$ cat src/design/t08_mmio_pkg.sv
package t08_mmio_pkg;

    // bus widths
    localparam int DATA_W = 32;                 // data words and addresses
    localparam int SEL_W  = DATA_W / 8;         // one wb select bit per byte lane

    // address map
    localparam logic [DATA_W-1:0] SPI_ADDR_CMD   = 32'd121212;  // display command + param count
    localparam logic [DATA_W-1:0] SPI_ADDR_PARAM = 32'd333333;  // display parameter word
    localparam logic [DATA_W-1:0] I2C_ADDR_XY    = 32'd923923;  // touch x/y register

    // data memory window, every address below this is memory
    localparam int MEM_WORDS  = 2048;
    localparam int MEM_ADDR_W = $clog2(MEM_WORDS);  // word index bits

    // marker words
    localparam logic [DATA_W-1:0] MEM_BUSY_WORD   = 32'hDEAD_BEEF;  // read while mem busy
    localparam logic [DATA_W-1:0] MEM_POISON_WORD = 32'hBAD1_BAD1;  // never handed to the cpu

    // timing, all in clk cycles
    localparam int MEM_LATENCY         = 3;     // busy window after a wb strobe
    localparam int SPI_DRAIN_CYCLES    = 4;     // spi busy tail after last frame word
    localparam int TOUCH_SETTLE_CYCLES = 5;     // done low after a new coordinate

    // spi command word layout
    localparam int SPI_COUNT_LSB = 8;           // param count sits in bits 11:8
    localparam int SPI_COUNT_W   = 4;

    // counter widths, sized to hold the full load value
    localparam int MEM_CNT_W   = $clog2(MEM_LATENCY + 1);
    localparam int SPI_DRAIN_W = $clog2(SPI_DRAIN_CYCLES + 1);
    localparam int TOUCH_CNT_W = $clog2(TOUCH_SETTLE_CYCLES + 1);

endpackage

$ cat src/design/t08_touch_latch.sv
`timescale 1ns/1ns

module t08_touch_latch (
    input  logic                             clk,
    input  logic                             nRst,
    input  logic [t08_mmio_pkg::DATA_W-1:0]  touch_xy_i,      // packed x/y from touch panel
    input  logic                             touch_strobe_i,  // new sample
    output logic [t08_mmio_pkg::DATA_W-1:0]  i2c_xy_o,
    output logic                             i2c_done_o
);
    import t08_mmio_pkg::*;

    logic [TOUCH_CNT_W-1:0] settle_cnt;     // cycles left before sample counts

    assign i2c_done_o = settle_cnt == '0;

    always_ff @(posedge clk, negedge nRst) begin
        if (!nRst) begin
            settle_cnt <= '0;               // done high out of reset
            i2c_xy_o   <= '0;
        end else if (touch_strobe_i) begin
            i2c_xy_o   <= touch_xy_i;
            settle_cnt <= TOUCH_CNT_W'(TOUCH_SETTLE_CYCLES);  // restart on every strobe
        end else if (!i2c_done_o) begin
            settle_cnt <= settle_cnt - 1'b1;
        end
    end

endmodule

$ cat config.mk
export PLATFORM = sky130hd
export DESIGN_NAME = t08_touch_latch
export DESIGN_NICKNAME = d
export VERILOG_FILES = /design/src/design/t08_mmio_pkg.sv /design/src/design/t08_touch_latch.sv
export SDC_FILE = /design/constraint.sdc
export NUM_CORES = 1
export LEC_CHECK = 0
export BUFFER_PORTS_ARGS = -buffer_cell sky130_fd_sc_hd__buf_4
export CORE_ASPECT_RATIO = 0.8
export CORE_MARGIN = 8
export CORE_UTILIZATION = 40
export DETAILED_ROUTE_END_ITERATION = 8
export GPL_TIMING_DRIVEN = 0
export PLACE_DENSITY = 0.69
export SETUP_SLACK_MARGIN = 0.3
export SLEW_MARGIN = 20
export SYNTH_ARGS = -nofsm -noshare
export SYNTH_HDL_FRONTEND = slang
export SYNTH_SLANG_ARGS = --single-unit
$ cat constraint.sdc
create_clock -name clk -period 2.4 [get_ports clk]
set_clock_uncertainty 0.05 [all_clocks]
set_input_delay 0.48 -clock clk [delete_from_list [all_inputs] [get_ports clk]]
set_output_delay 0.48 -clock clk [all_outputs]
set_load 0.01 [all_outputs]
==> flow_metrics.py, run 1 <==
metrics = {
    "status": {
        "status": "complete, no violations",
    },
    "global_route": {
        "grt_use_total_pct": 11.3,
        "grt_max_degree": 36,
        "antenna_found_initial": 0,
        "first_global_vias": 1120,
        "overflow": 0,
        "grt_pass1_wl_um": 5430,
    },
    "sta": {
        "finalCritPeriodShare_pct": 77.1,
        "maxSlewViolCount": 0,
        "clock.fmax_mhz": 541,
        "tns_ns": 0,
        "slew_headroom_pct": 71.5,
        "period_needed_ns": 1.85,
        "worst_slew_pin_slew_ns": 0.428,
        "grt_setup_unrepaired": "false",
        "hold_violations": 0,
        "setup_violations": 0,
    },
    "pwr": {
        "power_switching_w": 0.000339,
        "vdd_drop_max_mv": 0.312,
        "leakage_nw": 1.10,
        "comb_power_share_pct": 21.6,
        "finalPower_w": 0.00145,
        "switching_share_pct": 23.4,
        "pwr-share-seq_pct": 47.4,
        "power_density_nw_per_um2": 673,
        "intPower_w": 0.00111,
        "clock_power_share_pct": 31.1,
    },
    "setup_path": {
        "crit_path_max_fanout": 3,
        "critical_path_required_ns": 1.87,
        "crit_arrival_ns": 1.32,
        "crit_path_end_kind": "output pin",
        "r2r_slack_ns": 1.19,
        "cp-start-kind": "register",
        "critical_path_class": "reg -> out",
    },
    "layout": {
        "final_cell_mix": "buf_4 (66), dfrtp_1 (35), mux2_4 (27)",
        "syn_to_final_growth_pct": 43.2,
        "layout_commonest_cell": "buf_4",
        "seq_area_sq_um": 876,
        "drive_above_1_share_pct": 69.6,
        "fillCellCount": 312,
        "stdcell_area_sq_um": 2160,
        "fin_nets": 194,
        "multi_input_area_sq_um": 557,
        "antenna_cells": 0,
    },
    "synthesis": {
        "yosysSeqAreaShare_pct": 58.1,
        "yosys_warnings": 0,
        "syn-num-nets": 121,
        "ys_seq_elements": 35,
        "synth.distinct_cells": 15,
        "synthesis.instances": 84,
        "synth.avg_cell_area_sq_um": 17.9,
        "syn_area_sq_um": 1510,
    },
    "route": {
        "drtIter0Drc": 11,
        "num_vias": 934,
        "dr.pass1.iters": 3,
        "avgViaCountPerCell": 4.62,
        "drc_errors": 0,
        "postRouteAntennaNets": 0,
        "drt-wirelength-per-cell_um": 15.7,
        "routed_wl_um": 3180,
    },
    "floorplanning": {
        "die_w_um": 84.6,
        "core.rowCount": 20,
        "fp.coreArea_sq_um": 3700,
        "start_util_pct": 40.7,
        "io_pins": 68,
        "die_h_um": 70.9,
        "dieArea_sq_um": 6000,
    },
    "cts": {
        "cts_buffers": 5,
        "post_cts_resized": 0,
        "clock_sinks": 35,
        "path_clk_slew_ns": 0.06,
        "cts_max_path_buffers": 2,
        "hold_buffers": 0,
        "post_cts_buffers": 0,
        "clk_latency_ns": 0.27,
        "htreeDepth": 2,
        "ctsRootBufferMaster": "clkbuf_8",
        "cts_tree": "yes",
    },
    "placement": {
        "postPlaceCellArea_sq_um": 2060,
        "port-buffer-count": 66,
        "gp_congestion": 0.672,
        "dp_hpwl_um": 2410,
    },
    "job": {
        "max_cap_violations": 0,
    },
    "min_path": {
        "hp-class": "in -> async",
    },
}
## worst max-delay path, cell delays in order (launching register included)
cell	delay, ns
dfrtp_1	0.39
inv_1	0.09
ha_1	0.20
and2b_1	0.22
buf_4	0.15
## through the flow
stage	hold WS [ns]	worst slack (ns)	std cells	utilization [%]
floorplan	0.134	1.05	84	-
global placement	0.396	0.896	194	55.5
detailed placement	0.410	0.843	194	55.5
CTS	0.101	0.533	202	58.2
global route	0.112	0.437	202	58.2
finish	0.0913	0.550	202	58.2
## kinds of logic after synthesis
group / share of synthesized area (%)
fa+ha+maj: 1.66
buf+inv: 4.90
mux: 31.3
simple gates: 2.57
flops: 58.1
compound gates: 1.41
## worst paths after layout
check	from	cells past startpoint	to
min in group clk	touch_xy_i[11]	2	i2c_xy_o[11]
setup reg to reg	settle_cnt[0]	4	settle_cnt[0]
hold / removal	nRst	1	i2c_xy_o[22]
hold reg to reg	i2c_xy_o[31]	1	i2c_xy_o[31]
max in group asynchronous	nRst	1	i2c_xy_o[8]
setup / recovery	settle_cnt[0]	4	i2c_done_o
## sequential cells by signal (all words and copies together), names as in the netlist
| signal | cells |
|---|---|
| i2c_xy_o | 32 |
| settle_cnt | 3 |
## cell type report
class | instances | share of cell area (%)
sequential | 35 | 40.6
buffer | 4 | 3.07
timing repair buffer | 66 | 23.0
clock buffer | 8 | 4.64
inverter | 2 | 0.348
tap | 44 | 2.55
multi-input combinational | 43 | 25.8
## metal layers
| metal | vias to the layer above | GRT usage, % | routed length (um) |
|---|---|---|---|
| met5 | - | 0 | 0 |
| met4 | 0 | 3.54 | 19 |
| met3 | 3 | 6.02 | 274 |
| met2 | 36 | 18.4 | 1600 |
| met1 | 460 | 12.5 | 1290 |
| li1 | 435 | - | - |
## power groups by stage
stage | Clock [W] | Combinational, W | Sequential, W
6_report | 0.000451 | 0.000313 | 0.000687
5_1_grt | 0.000502 | 0.000338 | 0.000695
4_1_cts | 0.000469 | 0.000321 | 0.000687
3_5_place_dp | 0 | 0.000320 | 0.000697
3_3_place_gp | 0 | 0.000312 | 0.000694
2_1_floorplan | 0 | 0.000132 | 0.000719
## cell usage after synthesis
master | number | area [sq um]
nand4bb_1 | 1 | 11.3
a211o_1 | 1 | 8.76
nor2b_1 | 2 | 12.5
buf_6 | 1 | 11.3
mux2i_1 | 1 | 10.0
dfrtp_1 | 35 | 876
nor2_1 | 2 | 7.51
and2b_1 | 1 | 7.51
mux2_4 | 27 | 405
mux2_2 | 5 | 56.3
ha_1 | 2 | 25.0
buf_12 | 2 | 40.0
o31ai_2 | 1 | 12.5
buf_8 | 1 | 15.0
inv_1 | 2 | 7.51
Note: power is estimated with default switching activity, not from simulation.
==> run 2, diff against run 1 <==
==> constraint.sdc (replaced) <==
create_clock -name clk -period 1.9 [get_ports clk]
set_clock_uncertainty 0.05 [all_clocks]
set_input_delay 0.38 -clock clk [delete_from_list [all_inputs] [get_ports clk]]
set_output_delay 0.38 -clock clk [all_outputs]
set_load 0.01 [all_outputs]
==> flow_metrics.py, run 2 (synthesis gave the netlist of run 1 again) <==
metrics = {
    "status": {
        "status": "finished, violations left",
        "violations": "negative hold slack",
    },
    "min_path": {
        "hp-class": "in -> async",
    },
    "pwr": {
        "vdd_drop_max_mv": 0.405,
        "leakage_nw": 1.12,
        "power_density_nw_per_um2": 844,
    },
    "global_route": {
        "overflow": 0,
        "first_global_vias": 1133,
        "grt_pass1_wl_um": 5470,
        "grt_max_degree": 36,
        "antenna_found_initial": 0,
        "grt_use_total_pct": 11.4,
    },
    "placement": {
        "dp.cells": 194,
        "dp_hpwl_um": 2410,
        "port-buffer-count": 66,
        "gp_congestion": 0.672,
    },
    "layout": {
        "top_register": "i2c_xy_o",
        "final_cell_mix": "buf_4 (70), dfrtp_1 (35), mux2_4 (27)",
        "drive_above_1_share_pct": 73.0,
        "layout_commonest_cell": "buf_4",
        "syn_to_final_growth_pct": 46.8,
        "fin_nets": 199,
        "post-route-util_pct": 59.7,
        "top_regs": "i2c_xy_o: 32 flops, settle_cnt: 3 flops",
        "antenna_cells": 0,
        "fillCellCount": 304,
        "stdcell_count": 207,
        "largest_register_ffs": 32,
    },
    "floorplanning": {
        "fp.coreArea_sq_um": 3700,
        "start_util_pct": 40.7,
        "die_h_um": 70.9,
        "dieArea_sq_um": 6000,
        "die_w_um": 84.6,
        "core.rowCount": 20,
        "io_pins": 68,
    },
    "route": {
        "avgViaCountPerCell": 4.65,
        "drtIter0Drc": 9,
        "routed_wl_um": 3250,
        "drc_errors": 0,
        "dr.pass1.iters": 3,
        "num_vias": 963,
        "drt-wirelength-per-cell_um": 15.7,
        "postRouteAntennaNets": 0,
    },
    "cts": {
        "htreeDepth": 2,
        "clk_latency_ns": 0.27,
        "cts_tree": "yes",
        "path_clk_slew_ns": 0.06,
        "cts_max_path_buffers": 2,
        "clock_sinks": 35,
        "cts_buffers": 5,
        "ctsRootBufferMaster": "clkbuf_8",
    },
    "sta": {
        "grt_setup_unrepaired": "true",
        "hold_ws_ns": -0.0110,
        "maxSlewViolCount": 0,
        "worst_slew_pin_slew_ns": 0.423,
        "finalCritPeriodShare_pct": 84.8,
        "slew_headroom_pct": 71.8,
        "clock.fmax_mhz": 621,
        "period_needed_ns": 1.61,
        "tns_ns": 0,
        "setup_violations": 0,
        "hold_violations": 35,
    },
    "setup_path": {
        "cp_slowest_cell": "dfrtp_1",
        "critical_path_required_ns": 1.47,
        "crit_path_end_kind": "output pin",
        "path_cells": "inv_2, ha_4, and2b_2, buf_6",
        "crit_path_max_fanout": 3,
        "max_stage_delay_ns": 0.36,
        "crit_arrival_ns": 1.18,
        "critical_path_class": "reg -> out",
        "cp-start-kind": "register",
    },
    "job": {
        "max_cap_violations": 0,
    },
}
[run 2: timing repair]
item	CTS	global route
gates resized for setup	6	0
hold buffers	0	0
hold endpoints to repair	0	0
pin swaps	1	1
setup endpoints to repair	1	1
setup buffers	3	2
[run 2: worst paths after layout]
| path | start | endpoint | slack, ns | depth (start not counted) |
|---|---|---|---|---|
| min | nRst | i2c_xy_o[22] | -0.01 | 1 |
| max reg2reg | settle_cnt[1] | settle_cnt[2] | 0.61 | 6 |
| min reg2reg | i2c_xy_o[31] | i2c_xy_o[31] | 0.46 | 1 |
| max in group asynchronous | nRst | i2c_xy_o[8] | 1.51 | 1 |
| min in group clk | touch_xy_i[11] | i2c_xy_o[11] | 0.28 | 2 |
| max | settle_cnt[0] | i2c_done_o | 0.29 | 4 |
[run 2: layer usage]
layer,GRT usage [%],up-vias,wire length [um]
met4,3.54,0,19
li1,-,445,-
met1,12.6,479,1300
met5,0,-,0
met2,18.7,36,1650
met3,6.02,3,273
[run 2: critical path: cells and delay by family, from the launching register on]
kind | cells | cell delay, ns
flops | 1 | 0.36
fa+ha+maj | 1 | 0.16
buf+inv | 2 | 0.18
simple gates | 1 | 0.20
[run 2: through the flow]
| step | area [sq um] | hold WS (ns) | power (W) | setup WS [ns] |
|---|---|---|---|---|
| finish | 2210 | -0.0110 | 0.00187 | 0.289 |
| global route | 2210 | 0.0117 | 0.00197 | 0.219 |
| CTS | 2200 | 0.000832 | 0.00189 | 0.279 |
| detailed placement | 2060 | 0.310 | 0.00128 | 0.443 |
| global placement | 2060 | 0.296 | 0.00127 | 0.496 |
| floorplan | 1510 | 0.0344 | 0.00108 | 0.649 |
[run 2: area by class of cell]
class                   instances  area, sq um  share of cell area (%)
inverters                       2         7.51                   0.339
well taps                      44         55.1                    2.49
repair buffers                 71          537                    24.3
plain buffers                   4         66.3                    3.00
clock buffers                   8          100                    4.52
multi-input cells              43          571                    25.8
flip-flops and latches         35          876                    39.6
[run 2: power breakdown]
group	total (W)	internal [W]	switching [W]
clock	0.000570	0.000330	0.000239
combinational	0.000427	0.000274	0.000153
sequential	0.000869	0.000823	0.0000462
