### config.mk
export PLATFORM = sky130hd
export DESIGN_NAME = t08_spi_cmd_collector
export DESIGN_NICKNAME = d
export VERILOG_FILES = /design/src/design/t08_mmio_pkg.sv /design/src/design/t08_spi_cmd_collector.sv
export SDC_FILE = /design/constraint.sdc
export NUM_CORES = 1
export LEC_CHECK = 0
export BUFFER_PORTS_ARGS = -buffer_cell sky130_fd_sc_hd__buf_2
export CAP_MARGIN = 25
export CORE_ASPECT_RATIO = 1.1
export CORE_UTILIZATION = 43
export CTS_BUF_LIST = sky130_fd_sc_hd__clkbuf_8
export CTS_CLUSTER_SIZE = 25
export DETAILED_ROUTE_END_ITERATION = 8
export GPL_ROUTABILITY_DRIVEN = 0
export PLACE_DENSITY = 0.81
export SETUP_SLACK_MARGIN = 0.15
export SLEW_MARGIN = 5
export SYNTH_ARGS = -nofsm -noshare
export SYNTH_HDL_FRONTEND = slang
export SYNTH_SLANG_ARGS = --single-unit
### constraint.sdc
create_clock -name clk -period 2 [get_ports clk]
set_input_delay 0 -clock clk [delete_from_list [all_inputs] [get_ports clk]]
set_output_delay 0 -clock clk [all_outputs]
set_load 0.02 [all_outputs]
### src/design/t08_mmio_pkg.sv
package t08_mmio_pkg;

    // bus widths
    localparam int DATA_W = 32;                 // data words and addresses
    localparam int SEL_W  = DATA_W / 8;         // one wb select bit per byte lane

    // address map
    localparam logic [DATA_W-1:0] SPI_ADDR_CMD   = 32'd121212;  // display command + param count
    localparam logic [DATA_W-1:0] SPI_ADDR_PARAM = 32'd333333;  // display parameter word
    localparam logic [DATA_W-1:0] I2C_ADDR_XY    = 32'd923923;  // touch x/y register

    // data memory window, every address below this is memory
    localparam int MEM_WORDS  = 2048;
    localparam int MEM_ADDR_W = $clog2(MEM_WORDS);  // word index bits

    // marker words
    localparam logic [DATA_W-1:0] MEM_BUSY_WORD   = 32'hDEAD_BEEF;  // read while mem busy
    localparam logic [DATA_W-1:0] MEM_POISON_WORD = 32'hBAD1_BAD1;  // never handed to the cpu

    // timing, all in clk cycles
    localparam int MEM_LATENCY         = 3;     // busy window after a wb strobe
    localparam int SPI_DRAIN_CYCLES    = 4;     // spi busy tail after last frame word
    localparam int TOUCH_SETTLE_CYCLES = 5;     // done low after a new coordinate

    // spi command word layout
    localparam int SPI_COUNT_LSB = 8;           // param count sits in bits 11:8
    localparam int SPI_COUNT_W   = 4;

    // counter widths, sized to hold the full load value
    localparam int MEM_CNT_W   = $clog2(MEM_LATENCY + 1);
    localparam int SPI_DRAIN_W = $clog2(SPI_DRAIN_CYCLES + 1);
    localparam int TOUCH_CNT_W = $clog2(TOUCH_SETTLE_CYCLES + 1);

endpackage

### src/design/t08_spi_cmd_collector.sv
`timescale 1ns/1ns

module t08_spi_cmd_collector (
    input  logic                             clk,
    input  logic                             nRst,
    input  logic [t08_mmio_pkg::DATA_W-1:0]  spi_data_i,
    input  logic                             spi_comm_enable_i,   // command word strobe
    input  logic                             spi_param_enable_i,  // parameter word strobe
    output logic                             spi_busy_o,
    output logic [t08_mmio_pkg::DATA_W-1:0]  spi_word_o,          // last accepted word
    output logic                             spi_word_valid_o,    // one cycle per word
    output logic                             spi_is_param_o
);
    import t08_mmio_pkg::*;

    logic [SPI_COUNT_W-1:0] cmd_count;      // count field of incoming command
    logic [SPI_COUNT_W-1:0] params_left;
    logic                   in_frame;       // still waiting on parameters
    logic [SPI_DRAIN_W-1:0] drain_cnt;
    logic                   take_cmd;
    logic                   take_param;

    assign cmd_count  = spi_data_i[SPI_COUNT_LSB +: SPI_COUNT_W];
    assign spi_busy_o = in_frame | (drain_cnt != '0);
    assign take_cmd   = spi_comm_enable_i & ~spi_busy_o;
    assign take_param = spi_param_enable_i & in_frame;   // stray params ignored

    // frame tracking
    always_ff @(posedge clk, negedge nRst) begin
        if (!nRst) begin
            params_left <= '0;
            in_frame    <= 1'b0;
            drain_cnt   <= '0;
        end else if (take_cmd) begin
            params_left <= cmd_count;
            if (cmd_count == '0) begin
                drain_cnt <= SPI_DRAIN_W'(SPI_DRAIN_CYCLES);   // bare command, drain now
            end else begin
                in_frame <= 1'b1;
            end
        end else if (take_param) begin
            params_left <= params_left - 1'b1;
            if (params_left == SPI_COUNT_W'(1)) begin
                in_frame  <= 1'b0;                              // last param
                drain_cnt <= SPI_DRAIN_W'(SPI_DRAIN_CYCLES);
            end
        end else if (drain_cnt != '0) begin
            drain_cnt <= drain_cnt - 1'b1;
        end
    end

    // word output flags
    always_ff @(posedge clk, negedge nRst) begin
        if (!nRst) begin
            spi_word_valid_o <= 1'b0;
            spi_is_param_o   <= 1'b0;
        end else begin
            spi_word_valid_o <= take_cmd | take_param;
            spi_is_param_o   <= take_param;
        end
    end

    // word itself, only moves on an accepted strobe
    always_ff @(posedge clk) begin
        if (take_cmd || take_param) begin
            spi_word_o <= spi_data_i;
        end
    end

endmodule

==> impl_metrics.env, run 1 <==
export IMPL_status="completed"
export IMPL_cts_num_sinks=42
export IMPL_p_per_area_nw_per_um2=1200
export IMPL_chipWidth_um=59.2
export IMPL_clk_insertion_delay_late_ns=0.29
export IMPL_r2r_start="drain_cnt[0]$_DFFE_PN0P_"
export IMPL_worstSetupStartpoint="drain_cnt[0]$_DFFE_PN0P_"
export IMPL_drv_cap=0
export IMPL_hp_class="in2reg"
export IMPL_core_area_um2=3390
export IMPL_cts_made_buffers=5
export IMPL_synth_top_cell_area_share=0.622
export IMPL_yosysTopAreaCell="edfxtp_1"
export IMPL_fmax_ghz=0.635
export IMPL_final_core_util=0.706
export IMPL_antenna_found_initial=0
export IMPL_peakVddDrop_v=0.000672
export IMPL_drive_above_1_share=0.424
export IMPL_syn_area_um2=1550
export IMPL_setup_viol=0
export IMPL_rr_worst_depth=6
export IMPL_cts_tree="yes"
export IMPL_grt_pass1_vias=1106
export IMPL_crit_slowest_cell="dfrtp_1"
export IMPL_relSlewSlack=0.779
export IMPL_grt_max_degree=35
export IMPL_cp_required_ns=2.00
export IMPL_synth_area_leaders="edfxtp_1 62%, dfrtp_1 16%, ha_1 3.2%"
export IMPL_ioPinCount=71
export IMPL_syn_num_nets=131
export IMPL_cp_max_fo=5
export IMPL_cts_clk_slew_worst_paths_ns=0.08
export IMPL_ys_seq_elements=42
export IMPL_io_buffers=70
export IMPL_dieArea_um2=3840
export IMPL_grt_usage=0.186
export IMPL_die_h_um=64.9
export IMPL_grt_pass1_wl_um=5100
export IMPL_synth_cells=91
export IMPL_htreeDepth=2
export IMPL_wl_per_cell_um=13.6
export IMPL_worst_pin_slew_ns=0.331
export IMPL_first_pass_iters=4
export IMPL_postCtsSetupBuffers=0
export IMPL_crit_chain="inv_1 > ha_1 > nor2b_1 > nand2b_1 > buf_2"
export IMPL_ys_types=27
export IMPL_worst_setup_path_end_kind="output port"
export IMPL_reg2reg_to="drain_cnt[2]$_DFFE_PN0P_"
export IMPL_post_dp_cell_area_um2=1970
export IMPL_critPathCapture="spi_busy_o"
export IMPL_crit_cells=5
export IMPL_rsz0062_at_grt="false"
export IMPL_synth_seq_area_share=0.784
export IMPL_post_route_period_util=0.788
export IMPL_synthFlopType="edfxtp_1"
export IMPL_synth_edf_count=32
export IMPL_crit_path_max_incr_delay_ns=0.41
export IMPL_wirelength_um=3420
export IMPL_fin_area_um2=2390
export IMPL_use_met2=0.328
export IMPL_yosys_top_cells_count="32 x edfxtp_1, 10 x dfrtp_1, 7 x inv_1"
export IMPL_antennaDiodeCount=0
export IMPL_p_leak_uw=0.00104
export IMPL_drtAntennaViolNets=0
export IMPL_synth_warnings=0
export IMPL_nNetsFinal=242
export IMPL_setup_tns_ns=0
export IMPL_cp_top_family="simple AND/OR/NAND/NOR gates"
export IMPL_start_kind="flop"
export IMPL_yosysMostFrequentCell="edfxtp_1"
export IMPL_routed_via_count=1168
export IMPL_whs_ns=0.0242
export IMPL_reg2reg_slack_ns=0.49
export IMPL_synth_area_per_cell_um2=17.0
export IMPL_cts_repair_resized=0
export IMPL_top_usage_layer="met2"
export IMPL_area_delta_synth_final_pct=54.7
export IMPL_skew_ns=0.00583
export IMPL_drv_slew=0
export IMPL_use_met3=0.0599
export IMPL_min_period_ns=1.58
export IMPL_initial_core_util=0.456
export IMPL_vias_per_cell=4.65
export IMPL_drtIter0Drc=31
export IMPL_hold_viol_final=0
export IMPL_path_class="reg2out"
export IMPL_path_buf_inv=2
export IMPL_grt_util_met1=0.210
export IMPL_synthArstFlopShare=0.238
export IMPL_rows=22
export IMPL_drcViolationCount=0
export IMPL_cts_root_buf="clkbuf_8"
export IMPL_clk_path_buf_depth=2
export IMPL_globalRouteOverflowTotal=0
export IMPL_worst_endpoint_arrival_ns=1.58
export IMPL_dp_hpwl_um=2180
==> layer usage <==
metal | vias up | wire length, µm | share of wire
met2 | 70 | 1710 | 0.50
met4 | 0 | 46 | 0.013
met5 | - | 0 | 0
met3 | 4 | 269 | 0.079
met1 | 542 | 1390 | 0.41
li1 | 552 | - | -
==> through the flow <==
step	total power, µW	worst slack [ns]	std cells
2_1_floorplan	2000	0.290	91
3_3_place_gp	2280	0.565	210
3_5_place_dp	2330	0.501	210
4_1_cts	2890	0.427	251
5_1_grt	3040	0.263	251
6_report	2880	0.424	251
==> kinds of logic (layout without fill, tap and decap cells) <==
kind of cell,count (synthesis),in the layout,share of synthesized area
compound gates,12,12,0.0559
fa+ha+maj,4,4,0.0324
xor+xnor,2,2,0.0113
buf+inv,9,121,0.0267
flops,42,42,0.784
simple gates,21,21,0.0834
mux,1,1,0.00648
==> registers in the layout (all words and copies together), names as in the netlist <==
signal	cells
spi_is_param_o	1
in_frame	1
params_left	4
spi_word_o	32
drain_cnt	3
spi_word_valid_o	1
==> tightest hold or removal path, stage by stage <==
cell and delay (ns):
buf_2 0.11, nand2_1 0.05, nand2_1 0.04, o21ai_0 0.07
==> what timing repair did <==
item | CTS | global route
setup endpoints to repair | 0 | 0
hold buffers | 33 | 0
hold endpoints to repair | 42 | 0
==> layout by cell type, fill, tap and decap left out, types with 2 or more instances in the layout <==
cell           netlist  final
buf_2                0     70
dlygate4sd3_1        0     33
edfxtp_1            32     32
dfrtp_1             10     10
inv_1                7      7
nor2_1               5      5
nand2_1              6      5
clkbuf_8             0      5
ha_1                 4      4
o21ai_0              3      3
a21oi_1              3      3
nand2b_1             2      2
nand2_2              1      2
nand3_1              2      2
==> how the worst min path moves through the flow <==
stage	start	to	cells after the start
6_report	spi_param_enable_i	in_frame$_DFFE_PN0P_	4
5_1_grt	spi_param_enable_i	in_frame$_DFFE_PN0P_	4
3_3_place_gp	nRst	in_frame$_DFFE_PN0P_	1
4_1_cts	spi_param_enable_i	in_frame$_DFFE_PN0P_	4
2_1_floorplan	nRst	drain_cnt[0]$_DFFE_PN0P_	0
3_5_place_dp	nRst	params_left[3]$_DFFE_PN0P_	1
==> final cells by class <==
| class | count | area (µm²) |
|---|---|---|
| Sequential cell | 42 | 1210 |
| Fill cell | 238 | 996 |
| Timing Repair Buffer | 105 | 708 |
| Multi-Input combinational cell | 40 | 295 |
| Clock buffer | 5 | 68.8 |
| Tap cell | 48 | 60.1 |
| Inverter | 8 | 30.0 |
| Clock inverter | 3 | 16.3 |
==> where the power goes <==
| group | leakage (µW) | total (µW) | switching, µW | internal [µW] |
|---|---|---|---|---|
| sequential | 0.000422 | 1380 | 141 | 1240 |
| combinational | 0.000573 | 988 | 596 | 392 |
| clock | 0.0000416 | 507 | 269 | 239 |
Power figures use the tool's default switching activity.
==> run 2, diff against run 1 <==
Clock period 2 ns to 1.3 ns, I/O delays scaled along.
==> impl_metrics.env, run 2 (synthesis gave the netlist of run 1 again) <==
export IMPL_status="complete, but fails checks"
export IMPL_min_period_ns=1.38
export IMPL_dieArea_um2=3840
export IMPL_core_area_um2=3390
export IMPL_worst_pin_slew_ns=0.404
export IMPL_peakVddDrop_v=0.00115
export IMPL_p_per_area_nw_per_um2=1950
export IMPL_die_h_um=64.9
export IMPL_share_comb_of_total_power=0.421
export IMPL_fin_ws_ns=-0.0751
export IMPL_post_dp_cell_area_um2=2060
export IMPL_cp_max_fo=17
export IMPL_htreeDepth=2
export IMPL_cts_root_buf="clkbuf_8"
export IMPL_min_to="params_left[2]$_DFFE_PN0P_"
export IMPL_drive_above_1_share=0.516
export IMPL_cts_made_buffers=5
export IMPL_initial_core_util=0.456
export IMPL_reg2reg_to="spi_word_o[2]$_DFFE_PP_"
export IMPL_worst_setup_path_end_kind="flop"
export IMPL_rsz0062_at_grt="true"
export IMPL_clk_insertion_delay_late_ns=0.29
export IMPL_hold_viol_final=0
export IMPL_p_leak_uw=0.00114
export IMPL_wirelength_um=4110
export IMPL_rows=22
export IMPL_dp_slack_ns=-0.156
export IMPL_drtIter0Drc=19
export IMPL_grt_usage=0.225
export IMPL_pwr_share_clk=0.167
export IMPL_whs_ns=0.0111
export IMPL_r2r_start="drain_cnt[0]$_DFFE_PN0P_"
export IMPL_crit_path_max_incr_delay_ns=0.40
export IMPL_globalRouteOverflowTotal=0
export IMPL_drv_cap=0
export IMPL_worst_endpoint_arrival_ns=1.37
export IMPL_clk_path_buf_depth=2
export IMPL_largest_reg_flops=32
export IMPL_chipWidth_um=59.2
export IMPL_cts_clk_slew_worst_paths_ns=0.07
export IMPL_path_class="reg2reg"
export IMPL_drv_slew=0
export IMPL_crit_chain="inv_2 > ha_4 > nand4bb_1 > buf_6 > nand2_8"
export IMPL_cts_num_sinks=42
export IMPL_vias_per_cell=4.78
export IMPL_violations="negative setup slack"
export IMPL_antenna_found_initial=0
export IMPL_cts_tree="yes"
export IMPL_reg2reg_slack_ns=-0.08
export IMPL_p_seq_frac=0.411
export IMPL_rr_worst_depth=5
export IMPL_relSlewSlack=0.728
export IMPL_reg_top3="spi_word_o (32), params_left (4), drain_cnt (3)"
export IMPL_hp_class="in2reg"
export IMPL_fin_area_um2=2610
export IMPL_internal_power_uw=3280
export IMPL_grt_pass1_wl_um=6060
export IMPL_p_sw_uw=1820
export IMPL_drtAntennaViolNets=0
export IMPL_nNetsFinal=256
export IMPL_cp_required_ns=1.30
export IMPL_final_cell_mix="69 x buf_2, 33 x dlygate4sd3_1, 32 x edfxtp_1, 10 x dfrtp_1, 10 x buf_4"
export IMPL_grt_pass1_vias=1282
export IMPL_holdPathStages=3
export IMPL_ioPinCount=71
export IMPL_crit_slowest_cell="dfrtp_1"
export IMPL_wl_per_cell_um=15.5
export IMPL_antennaDiodeCount=0
export IMPL_fmax_ghz=0.727
export IMPL_first_pass_iters=4
export IMPL_drcViolationCount=0
export IMPL_grt_max_degree=18
export IMPL_p_sw_frac=0.358
export IMPL_dp_hpwl_um=2330
export IMPL_hold_start="spi_data_i[10]"
export IMPL_skew_ns=0.00693
export IMPL_post_route_period_util=1.06
export IMPL_layout_commonest_cell="buf_2"
export IMPL_io_buffers=70
export IMPL_setup_viol=36
export IMPL_area_delta_synth_final_pct=69.2
export IMPL_routed_via_count=1268
export IMPL_start_kind="flop"
export IMPL_top_register="spi_word_o"
export IMPL_setup_tns_ns=-1.87
[run 2: layer usage]
layer	share of wire	up-vias	track usage
li1	-	587	-
met1	0.39	605	0.238
met2	0.52	68	0.411
met3	0.072	8	0.0579
met4	0.016	0	0.101
met5	0	-	0
[run 2: area by class of cell]
cell class / instances / area, µm²
clock buffer: 6 / 82.6
fill: 206 / 772
inverter: 8 / 30.0
tap: 48 / 60.1
clock inverter: 2 / 12.5
sequential: 42 / 1210
timing repair buffer: 116 / 796
multi-input combinational: 43 / 422
[run 2: repair_timing]
action,4_1_cts,5_1_grt
buffers inserted,1,0
pin swaps,2,2
gates resized for setup,15,7
endpoints found under the hold margin,42,0
hold buffers,33,0
gates cloned,1,2
endpoints found under the setup margin,42,42
[run 2: worst max path at each step]
stage                        startpoint                  endpoint  slack, ns
2_1_floorplan  drain_cnt[0]$_DFFE_PN0P_   spi_word_o[0]$_DFFE_PP_      -0.10
4_1_cts        drain_cnt[0]$_DFFE_PN0P_                spi_busy_o      -0.06
6_report       drain_cnt[0]$_DFFE_PN0P_   spi_word_o[2]$_DFFE_PP_      -0.08
3_5_place_dp   drain_cnt[0]$_DFFE_PN0P_  spi_word_o[12]$_DFFE_PP_      -0.16
5_1_grt        drain_cnt[0]$_DFFE_PN0P_  spi_word_o[30]$_DFFE_PP_      -0.15
3_3_place_gp   drain_cnt[1]$_DFFE_PN0P_   spi_word_o[4]$_DFFE_PP_      -0.12
[run 2: stage by stage]
step	util	power (µW)	std cells
2_1_floorplan	-	3110	91
3_3_place_gp	0.608	3720	220
3_5_place_dp	0.608	3810	220
4_1_cts	0.759	4960	263
5_1_grt	0.772	5380	265
6_report	0.772	5100	265
[run 2: power groups by stage]
stage | registers [µW] | clock network (µW) | logic (µW)
after CTS | 2080 | 858 | 2020
after floorplan | 2440 | 0 | 677
after detailed placement | 2090 | 0 | 1730
after global placement | 2060 | 0 | 1660
final | 2100 | 854 | 2150
after global routing | 2140 | 926 | 2320
[run 2: critical path: cells and delay by family (launching register included)]
kind,cells,cell delay (ns)
adder cells (fa/ha/maj),1,0.14
buffers and inverters,2,0.27
flip-flops,1,0.40
AND/OR/NAND/NOR,2,0.26
