## src/design/t08_mmio_pkg.sv

```systemverilog
package t08_mmio_pkg;

    // bus widths
    localparam int DATA_W = 32;                 // data words and addresses
    localparam int SEL_W  = DATA_W / 8;         // one wb select bit per byte lane

    // address map
    localparam logic [DATA_W-1:0] SPI_ADDR_CMD   = 32'd121212;  // display command + param count
    localparam logic [DATA_W-1:0] SPI_ADDR_PARAM = 32'd333333;  // display parameter word
    localparam logic [DATA_W-1:0] I2C_ADDR_XY    = 32'd923923;  // touch x/y register

    // data memory window, every address below this is memory
    localparam int MEM_WORDS  = 2048;
    localparam int MEM_ADDR_W = $clog2(MEM_WORDS);  // word index bits

    // marker words
    localparam logic [DATA_W-1:0] MEM_BUSY_WORD   = 32'hDEAD_BEEF;  // read while mem busy
    localparam logic [DATA_W-1:0] MEM_POISON_WORD = 32'hBAD1_BAD1;  // never handed to the cpu

    // timing, all in clk cycles
    localparam int MEM_LATENCY         = 3;     // busy window after a wb strobe
    localparam int SPI_DRAIN_CYCLES    = 4;     // spi busy tail after last frame word
    localparam int TOUCH_SETTLE_CYCLES = 5;     // done low after a new coordinate

    // spi command word layout
    localparam int SPI_COUNT_LSB = 8;           // param count sits in bits 11:8
    localparam int SPI_COUNT_W   = 4;

    // counter widths, sized to hold the full load value
    localparam int MEM_CNT_W   = $clog2(MEM_LATENCY + 1);
    localparam int SPI_DRAIN_W = $clog2(SPI_DRAIN_CYCLES + 1);
    localparam int TOUCH_CNT_W = $clog2(TOUCH_SETTLE_CYCLES + 1);

endpackage

```

## src/design/t08_mmio.sv

```systemverilog
`timescale 1ns/1ns

module t08_mmio (
    input  logic                             clk,
    input  logic                             nRst,
    // memory handler side
    input  logic                             read_i,        // read level, target from address
    input  logic                             write_i,       // write level
    input  logic                             wb_read_i,     // one cycle memory read strobe
    input  logic                             wb_write_i,    // one cycle memory write strobe
    input  logic [t08_mmio_pkg::DATA_W-1:0]  address_i,
    input  logic [t08_mmio_pkg::DATA_W-1:0]  mh_data_i,     // write word
    // touch side
    input  logic [t08_mmio_pkg::DATA_W-1:0]  i2c_xy_i,
    input  logic                             i2c_done_i,
    // spi side
    input  logic                             spi_busy_i,
    // memory side
    input  logic [t08_mmio_pkg::DATA_W-1:0]  mem_data_i,    // registered read word
    input  logic                             mem_busy_i,
    // back to memory handler
    output logic [t08_mmio_pkg::DATA_W-1:0]  mh_data_o,
    output logic                             mmio_busy_o,
    output logic                             i2c_done_o,
    output logic                             mmio_done_o,
    // spi command port
    output logic [t08_mmio_pkg::DATA_W-1:0]  spi_data_o,
    output logic                             spi_comm_enable_o,
    output logic                             spi_param_enable_o,
    // wb memory port
    output logic [t08_mmio_pkg::DATA_W-1:0]  mem_data_o,
    output logic [t08_mmio_pkg::DATA_W-1:0]  mem_address_o,
    output logic [t08_mmio_pkg::SEL_W-1:0]   mem_select_o,
    output logic                             mem_write_o,
    output logic                             mem_read_o
);
    import t08_mmio_pkg::*;

    logic is_read;              // read only, write low
    logic is_write;             // write only, read low
    logic hit_mem;
    logic hit_spi_cmd;
    logic hit_spi_param;
    logic hit_i2c;
    logic busy_q1;              // busy one edge back
    logic busy_q2;              // busy two edges back

    // both levels high or both low is no request at all
    assign is_read  = read_i & ~write_i;
    assign is_write = write_i & ~read_i;

    // address decode
    assign hit_mem       = address_i < DATA_W'(MEM_WORDS);
    assign hit_spi_cmd   = address_i == SPI_ADDR_CMD;
    assign hit_spi_param = address_i == SPI_ADDR_PARAM;
    assign hit_i2c       = address_i == I2C_ADDR_XY;

    assign mmio_busy_o  = spi_busy_i | mem_busy_i | ~i2c_done_i;
    assign i2c_done_o   = i2c_done_i;
    assign mem_select_o = '1;               // full word lanes only
    assign mem_read_o   = wb_read_i;        // strobes go straight to memory
    assign mem_write_o  = wb_write_i;

    // busy history for done
    always_ff @(posedge clk, negedge nRst) begin
        if (!nRst) begin
            busy_q1 <= 1'b0;
            busy_q2 <= 1'b0;
        end else begin
            busy_q1 <= mmio_busy_o;
            busy_q2 <= busy_q1;
        end
    end

    assign mmio_done_o = busy_q1 & busy_q2;  // busy held over both past edges

    // request routing, follows the current inputs
    always_comb begin
        mh_data_o          = '0;
        spi_data_o         = '0;
        spi_comm_enable_o  = 1'b0;
        spi_param_enable_o = 1'b0;
        mem_data_o         = '0;
        mem_address_o      = '0;

        if (is_read) begin
            if (hit_i2c) begin
                if (i2c_done_i) begin
                    mh_data_o = i2c_xy_i;           // coordinate only once settled
                end
            end else if (hit_mem) begin
                if (mem_busy_i) begin
                    mh_data_o = MEM_BUSY_WORD;
                end else begin
                    mem_address_o = address_i;
                    if (mem_data_i != MEM_POISON_WORD) begin
                        mh_data_o = mem_data_i;     // poison reads as zero
                    end
                end
            end
        end else if (is_write) begin
            if (hit_spi_cmd) begin
                if (!spi_busy_i) begin              // refused mid frame, cpu retries
                    spi_data_o        = mh_data_i;
                    spi_comm_enable_o = 1'b1;
                end
            end else if (hit_spi_param) begin
                spi_data_o         = mh_data_i;     // collector decides if it counts
                spi_param_enable_o = 1'b1;
            end else if (hit_mem) begin
                if (!mem_busy_i) begin
                    mem_data_o    = mh_data_i;
                    mem_address_o = address_i;
                end
            end
        end
    end

endmodule

```

## config.mk

```make
export PLATFORM = sky130hd
export DESIGN_NAME = t08_mmio
export DESIGN_NICKNAME = d
export VERILOG_FILES = /design/src/design/t08_mmio_pkg.sv /design/src/design/t08_mmio.sv
export SDC_FILE = /design/constraint.sdc
export NUM_CORES = 1
export LEC_CHECK = 0
export BUFFER_PORTS_ARGS = -buffer_cell sky130_fd_sc_hd__buf_4
export CELL_PAD_IN_SITES_DETAIL_PLACEMENT = 1
export CELL_PAD_IN_SITES_GLOBAL_PLACEMENT = 2
export CORE_UTILIZATION = 11
export CTS_BUF_LIST = sky130_fd_sc_hd__clkbuf_4 sky130_fd_sc_hd__clkbuf_8
export DETAILED_ROUTE_END_ITERATION = 12
export PLACE_DENSITY = 0.81
export SETUP_SLACK_MARGIN = 0.5
export SLEW_MARGIN = 20
export SYNTH_ARGS = -nofsm -noshare
export SYNTH_HDL_FRONTEND = slang
export SYNTH_SLANG_ARGS = --single-unit
export TNS_END_PERCENT = 100
```

## constraint.sdc

```tcl
create_clock -name clk -period 2.79 [get_ports clk]
set_clock_uncertainty 0.2 [all_clocks]
set_input_delay 0.4185 -clock clk [delete_from_list [all_inputs] [get_ports clk]]
set_output_delay 0.4185 -clock clk [all_outputs]
set_load 0.01 [all_outputs]
```

==> results of run 1 <==
[cell usage in the layout, fill, tap and decap left out, drive strengths merged, types with 4 or more instances in the layout]
| cell type | instances |
|---|---|
| a22o | 4 |
| nor4 | 7 |
| o2bb2ai | 10 |
| clkbuf | 5 |
| conb | 25 |
| buf | 275 |
| and3 | 66 |
| nand2 | 32 |
| nand4b | 8 |
| and2 | 13 |
| a221oi | 14 |
| a32o | 4 |
| nor2 | 15 |
[per-stage QoR]
step	std cells	worst slack, ns
after global placement	697	-0.101
final	716	-0.113
after detailed placement	697	-0.113
after CTS	714	-0.0846
after global routing	716	-0.204
after floorplan	275	0.217
[path summary, 6_finish.rpt]
path	startpoint	to	slack, ns	cells past startpoint
min in group asynchronous	nRst	busy_q2$_DFF_PN0_	0.32	2
worst max-delay path	address_i[7]	spi_data_o[22]	-0.11	8
max in group asynchronous	nRst	busy_q1$_DFF_PN0_	1.97	2
worst min register to register	busy_q1$_DFF_PN0_	busy_q2$_DFF_PN0_	0.16	0
worst max register to register	busy_q1$_DFF_PN0_	busy_q2$_DFF_PN0_	2.11	0
worst min-delay path	busy_q1$_DFF_PN0_	busy_q2$_DFF_PN0_	0.16	0
[cell type report]
type	count	area share
Multi-Input combinational cell	222	0.401
Clock buffer	3	0.00860
Sequential cell	2	0.0104
Tap cell	211	0.0550
Timing Repair Buffer	278	0.525
[repair_timing]
| item | CTS | global route |
|---|---|---|
| buffers inserted | 6 | 1 |
| resized for setup | 83 | 21 |
| endpoints found under the hold margin | 2 | 0 |
| gates cloned | 7 | 1 |
| hold buffers | 1 | 0 |
| pin swaps | 18 | 12 |
| endpoints found under the setup margin | 109 | 109 |
[routing by layer]
layer,wire [µm],share of wire,up-vias
li1,-,-,1406
met1,4120,0.35,1405
met2,6670,0.56,187
met3,948,0.080,8
met4,107,0.0090,0
met5,0,0,-
[power breakdown]
part           internal [mW]  total (mW)  switching [mW]
clock                 0.0914       0.116          0.0245
combinational          0.147       0.276           0.129
sequential            0.0303      0.0307        0.000331
total                  0.269       0.423           0.154
[flip-flops by register name, indices dropped and copies added, names as in the netlist]
register	count
busy_q1	1
busy_q2	1
[cells by family after synthesis]
| family | Yosys count |
|---|---|
| buffers and inverters | 52 |
| other | 2 |
| AND/OR/NAND/NOR | 160 |
| AO/OA/AOI/OAI | 36 |
| flip-flops | 2 |
==> reports/results.ini, run 1 <==
[finish]
ff_latch_area_um2 = 50.0
final_core_util = 0.315
nets = 644
final_area_um2 = 4800
drive_above_1_share = 0.709
multi_input_area_um2 = 1930
fillCellCount = 1794
diodes = 0
syn_to_final_growth_pct = 178

[cts]
insertion_delay_ns = 0.21
clockBufferDepth = 2
clock-sinks = 2
numCtsBuffers = 3
clkSlewWorstSetupHoldPaths_ns = 0.03
cts_tree = yes
htreeDepth = 1
cts-root-buf = clkbuf_8

[grt]
use_met2 = 0.286
antenna_found_initial = 0
busiest_layer = met2
grt_max_degree = 65
grt_pass1_wl_um = 17300
gr-usage-met1 = 0.138
gr-total-overflow = 0
grt_pass1_vias = 3179
track_usage = 0.136
grt_use_met3 = 0.0268

[routing]
route.detailed.drc = 0
avgRoutedWirePerCell_um = 16.5
wirelength_um = 11800
drt-pass1-iter-count = 4
viasPerCell = 4.20
drt_iter0_markers = 68
ant_nets = 0
vias = 3006

[yosys]
synth_top_area_cell = and3_1
syn_inst = 252
synth_adder_area_share = 0
yosys-mux-area-fraction = 0
post_synth_instance_area_um2 = 1730
yosysWarnings = 0
synth_compound_area_frac = 0.189
ys_seq_area_frac = 0.0290
synthDistinctLibCells = 36
synthXorXnorAreaFrac = 0
synth_edf_count = 0
ys_ff_latch = 2
synth_top_cells_by_area = and3_1, buf_4, a221oi_1
synthSimpleGateAreaFrac = 0.585
synth_area_per_cell_um2 = 6.85
yosysMostFrequentCell = and3_1
synth_top_family_by_area = simple AND/OR/NAND/NOR gates
ys.flop_type = dfrtp_1
netlist.area_leader.share = 0.232
async_flop_share = 1.00
synth_commonest_cells = and3_1, nand2_1, buf_4

[floorplanning]
core_um2 = 15300
initial_core_util = 0.113
rows = 45
die-area_um2 = 16200
die_x_um = 127
die_h_um = 127
ios = 276

[timing]
setup_tns_ns = -3.72
layout_setup_ws_ns = -0.113
fin_crit_sh = 1.04
min_period_ns = 2.90
maxSlewViolCount = 0
rsz0062_at_grt = yes
hold_viol_final = 0
final-setup-viol-count = 62
fin_hold_ws_ns = 0.162
timing.fmax_mhz = 345

[run]
cap_violations = 0

[placed_design]
dp_hpwl_um = 9220
postPlaceCellArea_um2 = 4090
gp_congestion = 0.770
numPortBuffers = 246

[critical_path]
path_class = in -> out
end_kind = output port
worst_setup_path_start_kind = input pin
cp_slowest_cell = or4_4
critPathMostFrequentCell = buf_4
critPathMaxFanout = 32
max_stage_delay_ns = 0.58
path_cells = buf_4 > and4bb_2 > nand4_1 > or4_4 > a21oi_4 > buf_12 > and3_1 > buf_4
worstPathRequired_ns = 2.17
worstPathArrival_ns = 2.28
path_delay_family = simple AND/OR/NAND/NOR gates
worst-path-buf-inv = 3

[pwr]
ir_worst_vdd_uv = 106
p_leak_nw = 2.40
power.total_mw = 0.423
pwr_density_cell_nw_per_um2 = 88.1

[worst_hold_path]
worstHoldPathType = reg -> reg

[run_status]
violations = setup timing
outcome = complete, but fails checks

(Power assumes the default switching activity.)
==> run 2, diff against run 1 <==
Settings changed: BUFFER_PORTS_ARGS -buffer_cell sky130_fd_sc_hd__buf_4 to default, CORE_AREA from default to 2 2 107 109, CORE_UTILIZATION 11 to default, DIE_AREA from default to 0 0 109 111, DONT_BUFFER_PORTS from default to 1, PLACE_DENSITY 0.81 to 0.56.
==> run 2 against run 1 <==
Compared with the run above: the run now ends clean; design area decreased by 35%; sequential power about the same; wire length decreased by 20%; first-iteration DRC count increased by 8.8%; largest power group is now the clock network; critical path depth decreased by 2; utilization decreased by 3.3 points; sequential share of layout area increased by 0.56 points; maximum frequency increased by 7.9%; critical endpoint is now spi_data_o[8]; setup slack improved by 0.21 ns; via count decreased by 30%; register-to-register slack about the same; cell count decreased by 42%.
==> reports/results.ini, run 2 (synthesis results as in run 1) <==
[timing]
rsz0062_at_grt = yes  ; unchanged
min_period_ns = 2.69  ; was 2.90 ns
hold_viol_final = 0  ; unchanged
timing.fmax_mhz = 372  ; was 345 MHz
final-setup-viol-count = 0  ; was 62
maxSlewViolCount = 0  ; unchanged
slew_headroom = 0.533
worst_pin_slew_ns = 0.700
setup_tns_ns = 0  ; was -3.72 ns
layout_setup_ws_ns = 0.0990  ; was -0.113 ns
fin_crit_sh = 0.965  ; was 1.04

[grt]
grt_max_degree = 65  ; unchanged
antenna_found_initial = 0  ; unchanged
gr-total-overflow = 0  ; unchanged
grt_pass1_wl_um = 13300  ; was 17300 µm
grt_pass1_vias = 2323  ; was 3179
track_usage = 0.146  ; was 0.136

[pwr]
p_leak_nw = 1.18  ; was 2.40 nW
pwr_density_cell_nw_per_um2 = 75.4  ; was 88.1 nW/µm²
ir_worst_vdd_uv = 87.3  ; was 106 µV
power.total_mw = 0.235  ; was 0.423 mW

[routing]
drt-pass1-iter-count = 4  ; unchanged
avgRoutedWirePerCell_um = 22.9  ; was 16.5 µm
ant_nets = 0  ; unchanged
route.detailed.drc = 0  ; unchanged
wirelength_um = 9520  ; was 11800 µm
vias = 2112  ; was 3006
viasPerCell = 5.09  ; was 4.20
drt_iter0_markers = 74  ; was 68

[floorplanning]
initial_core_util = 0.156  ; was 0.113
die_x_um = 109  ; was 127 µm
die-area_um2 = 12100  ; was 16200 µm²
core_um2 = 11100  ; was 15300 µm²
ios = 276  ; unchanged
rows = 39  ; was 45
die_h_um = 111  ; was 127 µm

[finish]
drive_above_1_share = 0.592  ; was 0.709
final_common_cell = and3_4  ; was buf_4
finalNonFillerCells = 415  ; was 716
diodes = 0  ; unchanged
final_area_um2 = 3120  ; was 4800 µm²
syn_to_final_growth_pct = 80.6  ; was 178%
nets = 411  ; was 644
layout_common_cells = and3_4, and3_1, conb_1  ; was buf_4, and3_1, buf_6
largestRegisters = busy_q1 (1), busy_q2 (1)  ; unchanged

[placed_design]
dp_hpwl_um = 7130  ; was 9220 µm
numPortBuffers = 0  ; was 246
postPlaceCellArea_um2 = 2170  ; was 4090 µm²
gp_congestion = 0.817  ; was 0.770
dp_cells = 385  ; was 697
post-place-ws_ns = 0.0476  ; was -0.113 ns

[critical_path]
critPathMaxFanout = 32  ; unchanged
worst-path-buf-inv = 1  ; was 3
path_class = in -> out  ; unchanged
end_kind = output port  ; unchanged
path_cells = and4bb_2 > nand4_1 > or4_4 > a21oi_4 > buf_12 > and3_2  ; was buf_4 > and4bb_2 > nand4_1 > or4_4 > a21oi_4 > buf_12 > and3_1 > buf_4
worstPathArrival_ns = 2.07  ; was 2.28 ns
cp_slowest_cell = or4_4  ; unchanged
path_delay_family = simple AND/OR/NAND/NOR gates  ; unchanged
max_stage_delay_ns = 0.60  ; was 0.58 ns
worst_setup_path_start_kind = input pin  ; unchanged
worstPathRequired_ns = 2.17  ; about the same

[cts]
cts-root-buf = clkbuf_8  ; unchanged
numCtsBuffers = 3  ; unchanged
htreeDepth = 1  ; unchanged
clkSlewWorstSetupHoldPaths_ns = 0.03  ; about the same
clock-sinks = 2  ; unchanged
insertion_delay_ns = 0.21  ; about the same
clockBufferDepth = 2  ; unchanged
cts_tree = yes  ; unchanged

[run]
cap_violations = 0  ; unchanged

[run_status]
outcome = finished, final reports clean  ; was complete, but fails checks

[worst_hold_path]
worstHoldPathType = reg -> reg  ; unchanged

run 2: changes by cell type in the layout (fill, tap and decap cells not counted), sizes merged:
cell	delta
clkbuf	-2
buf	-231
run 2: final cells by class:
class | count | area (µm²)
clock buffers | 3 | 41.3
multi-input cells | 222 | 2230
flip-flops and latches | 2 | 50.0
well taps | 143 | 179
fillers | 1252 | 7960
repair buffers | 45 | 613
run 2: worst paths after layout:
path | from | endpoint | slack [ns] | depth (start not counted)
worst min register to register | busy_q1$_DFF_PN0_ | busy_q2$_DFF_PN0_ | 0.18 | 0
min in group asynchronous | nRst | busy_q2$_DFF_PN0_ | 0.24 | 1
worst max register to register | busy_q1$_DFF_PN0_ | busy_q2$_DFF_PN0_ | 2.10 | 0
worst max-delay path | address_i[7] | spi_data_o[8] | 0.1 | 6
worst min-delay path | busy_q1$_DFF_PN0_ | busy_q2$_DFF_PN0_ | 0.18 | 0
max in group asynchronous | nRst | busy_q1$_DFF_PN0_ | 2.02 | 1
run 2: what timing repair did:
item,CTS,global route
endpoints found under the hold margin,2,0
setup endpoints to repair,109,109
resized for setup,97,7
cloned,7,0
hold buffers,1,0
pin swaps,53,13
setup buffers,16,3
run 2: power breakdown:
| part | internal, mW | switching, mW |
|---|---|---|
| registers | 0.0304 | 0.000439 |
| logic | 0.0257 | 0.0639 |
| clock network | 0.0913 | 0.0233 |
| total | 0.147 | 0.0876 |
run 2: through the flow:
step                      hold slack [ns]   util
after global routing                0.194  0.281
after floorplan                   -0.0771      -
final                               0.176  0.281
after CTS                           0.179  0.274
after detailed placement          -0.0770  0.196
after global placement            -0.0770  0.196
run 2: metal layers:
layer | GRT usage | vias to the layer above | wire [µm]
met3 | 0.0223 | 6 | 812
met5 | 0 | - | 0
met2 | 0.301 | 170 | 5390
met1 | 0.149 | 1000 | 3270
li1 | - | 936 | -
met4 | 0.0256 | 0 | 45
==> run 3, diff against run 2 <==
--- a/config.mk
+++ b/config.mk
@@ -6,12 +6,10 @@
 export NUM_CORES = 1
 export LEC_CHECK = 0
-export CELL_PAD_IN_SITES_DETAIL_PLACEMENT = 1
-export CELL_PAD_IN_SITES_GLOBAL_PLACEMENT = 2
-export CORE_AREA = 2 2 107 109
+export CORE_AREA = 2 2 108 110
 export CTS_BUF_LIST = sky130_fd_sc_hd__clkbuf_4 sky130_fd_sc_hd__clkbuf_8
 export DETAILED_ROUTE_END_ITERATION = 12
-export DIE_AREA = 0 0 109 111
+export DIE_AREA = 0 0 110 112
 export DONT_BUFFER_PORTS = 1
-export PLACE_DENSITY = 0.56
+export PLACE_DENSITY = 0.3
 export SETUP_SLACK_MARGIN = 0.5
 export SLEW_MARGIN = 20
==> constraint.sdc (replaced) <==
create_clock -name clk -period 2.79 [get_ports clk]
set_clock_uncertainty 0.2 [all_clocks]
set_input_delay 0.558 -clock clk [delete_from_list [all_inputs] [get_ports clk]]
set_output_delay 0.558 -clock clk [all_outputs]
set_load 0.01 [all_outputs]
==> run 3 against run 2 <==
Compared with the run above: the run now ends with setup timing left; count of clock-buffer cells in the layout unchanged; wire length decreased by 8.0%; total power decreased by 1.6%; clock power decreased by 3%; sequential cell count unchanged; sequential share of layout area increased by 0.12 points; utilization decreased by 2.2 points; setup slack got worse by 0.26 ns; first-iteration DRC count decreased by 45%; critical path type unchanged; critical endpoint is now spi_data_o[26]; largest cell class unchanged; largest power group unchanged.
==> reports/results.ini, run 3 (synthesis results as in run 1) <==
[run_status]
outcome = complete, but fails checks  ; was finished, final reports clean
violations = setup timing

[grt]
track_usage = 0.124  ; was 0.146
grt_pass1_vias = 2031  ; was 2323
antenna_found_initial = 0  ; unchanged
grt_max_degree = 65  ; unchanged
use_met2 = 0.254  ; was 0.301
busiest_layer = met2  ; unchanged
grt_pass1_wl_um = 11600  ; was 13300 µm
grt_use_met3 = 0.0293  ; was 0.0223
gr-usage-met1 = 0.124  ; was 0.149
gr-total-overflow = 0  ; unchanged

[routing]
drt_iter0_markers = 41  ; was 74
vias = 2054  ; was 2112
route.detailed.drc = 0  ; unchanged
wirelength_um = 8760  ; was 9520 µm
avgRoutedWirePerCell_um = 21.3  ; was 22.9 µm
viasPerCell = 5.00  ; was 5.09
drt-pass1-iter-count = 4  ; unchanged
ant_nets = 0  ; unchanged

[worst_hold_path]
worstHoldPathType = reg -> reg  ; unchanged

[finish]
diodes = 0  ; unchanged
largestRegisters = busy_q1 (1), busy_q2 (1)  ; unchanged
nets = 407  ; was 411
multi_input_area_um2 = 2160  ; was 2230 µm²
syn_to_final_growth_pct = 68.1  ; was 80.6%
final_area_um2 = 2900  ; was 3120 µm²
fillCellCount = 1213  ; was 1252
layout_common_cells = and3_1, and3_4, conb_1, buf_4, nand2_1  ; was and3_4, and3_1, conb_1
final_common_cell = and3_1  ; was and3_4
ff_latch_area_um2 = 50.0  ; unchanged
drive_above_1_share = 0.567  ; was 0.592

[cts]
insertion_delay_ns = 0.21  ; about the same
htreeDepth = 1  ; unchanged
clockBufferDepth = 2  ; unchanged
clkSlewWorstSetupHoldPaths_ns = 0.03  ; about the same
numCtsBuffers = 3  ; unchanged
cts_tree = yes  ; unchanged
cts-root-buf = clkbuf_8  ; unchanged
clock-sinks = 2  ; unchanged

[critical_path]
worst_setup_path_start_kind = input pin  ; unchanged
end_kind = output port  ; unchanged
critPathMaxFanout = 32  ; unchanged
path_cells = nor4_4 > nand4b_2 > or4_4 > a21oi_4 > buf_12 > and3_1  ; was and4bb_2 > nand4_1 > or4_4 > a21oi_4 > buf_12 > and3_2
path_class = in -> out  ; unchanged
worstPathRequired_ns = 2.03  ; was 2.17 ns
max_stage_delay_ns = 0.57  ; was 0.60 ns
cp_slowest_cell = or4_4  ; unchanged
worstPathArrival_ns = 2.20  ; was 2.07 ns

[pwr]
ir_worst_vdd_uv = 96.7  ; was 87.3 µV
p_leak_nw = 1.10  ; was 1.18 nW
power.total_mw = 0.231  ; was 0.235 mW
pwr_density_cell_nw_per_um2 = 79.7  ; was 75.4 nW/µm²

[timing]
min_period_ns = 2.95  ; was 2.69 ns
fin_crit_sh = 1.06  ; was 0.965
maxSlewViolCount = 0  ; unchanged
hold_viol_final = 0  ; unchanged
timing.fmax_mhz = 339  ; was 372 MHz
setup_tns_ns = -6.42  ; was 0 ns
layout_setup_ws_ns = -0.164  ; was 0.0990 ns
rsz0062_at_grt = yes  ; unchanged
worst_pin_slew_ns = 0.508  ; was 0.700 ns
slew_headroom = 0.661  ; was 0.533
final-setup-viol-count = 64  ; was 0

[run]
cap_violations = 0  ; unchanged

[floorplanning]
die_x_um = 110  ; was 109 µm
die_h_um = 112  ; was 111 µm
rows = 39  ; unchanged
die-area_um2 = 12300  ; was 12100 µm²
initial_core_util = 0.154  ; was 0.156
core_um2 = 11200  ; was 11100 µm²
ios = 276  ; unchanged

[placed_design]
numPortBuffers = 0  ; unchanged
post-place-ws_ns = -0.298  ; was 0.0476 ns
postPlaceCellArea_um2 = 2270  ; was 2170 µm²
dp_hpwl_um = 7270  ; was 7130 µm
gp_congestion = 0.777  ; was 0.817

run 3: cell types whose count changed in the layout (fill, tap and decap cells not counted), sizes merged:
cell and delta:
buf -3, o21a -1
run 3: path summary, 6_finish.rpt:
kind | start | cells after the start | to | slack, ns
worst min-delay path | busy_q1$_DFF_PN0_ | 0 | busy_q2$_DFF_PN0_ | 0.18
min in group asynchronous | nRst | 1 | busy_q1$_DFF_PN0_ | 0.39
worst max register to register | busy_q1$_DFF_PN0_ | 0 | busy_q2$_DFF_PN0_ | 2.10
worst max-delay path | address_i[28] | 6 | spi_data_o[26] | -0.16
worst min register to register | busy_q1$_DFF_PN0_ | 0 | busy_q2$_DFF_PN0_ | 0.18
max in group asynchronous | nRst | 1 | busy_q2$_DFF_PN0_ | 1.88
run 3: metal layers:
layer / wire, µm / vias to the layer above
met5: 0 / -
met4: 41 / 0
met3: 887 / 4
met2: 4920 / 161
met1: 2910 / 964
li1: - / 925
run 3: critical path, delay by kind of cell:
family	cells	cell delay [ns]
AO/OA/AOI/OAI	1	0.16
buffers and inverters	1	0.18
AND/OR/NAND/NOR	4	1.26
run 3: layout make-up:
type	count	area share
multi-input combinational	221	0.744
sequential	2	0.0173
clock buffer	3	0.0142
tap	143	0.0617
timing repair buffer	42	0.163
run 3: stage by stage:
stage | util | hold WS [ns] | std cells
floorplan | - | 0.0624 | 275
global placement | 0.203 | 0.0625 | 394
detailed placement | 0.203 | 0.0625 | 394
CTS | 0.231 | 0.185 | 407
global route | 0.260 | 0.199 | 411
finish | 0.260 | 0.176 | 411
run 3: timing repair:
item / in CTS / in global routing
hold endpoints to repair: 2 / 0
endpoints found under the setup margin: 109 / 109
resized for setup: 26 / 53
setup buffers: 7 / 4
hold buffers: 1 / 0
cloned: 2 / 0
pin swaps: 9 / 7
run 3: report_power, final:
group,switching (mW),internal (mW),leakage [nW]
clock,0.0204,0.0910,0.0216
combinational,0.0604,0.0288,1.06
sequential,0.000337,0.0304,0.0191
total,0.0811,0.150,1.10
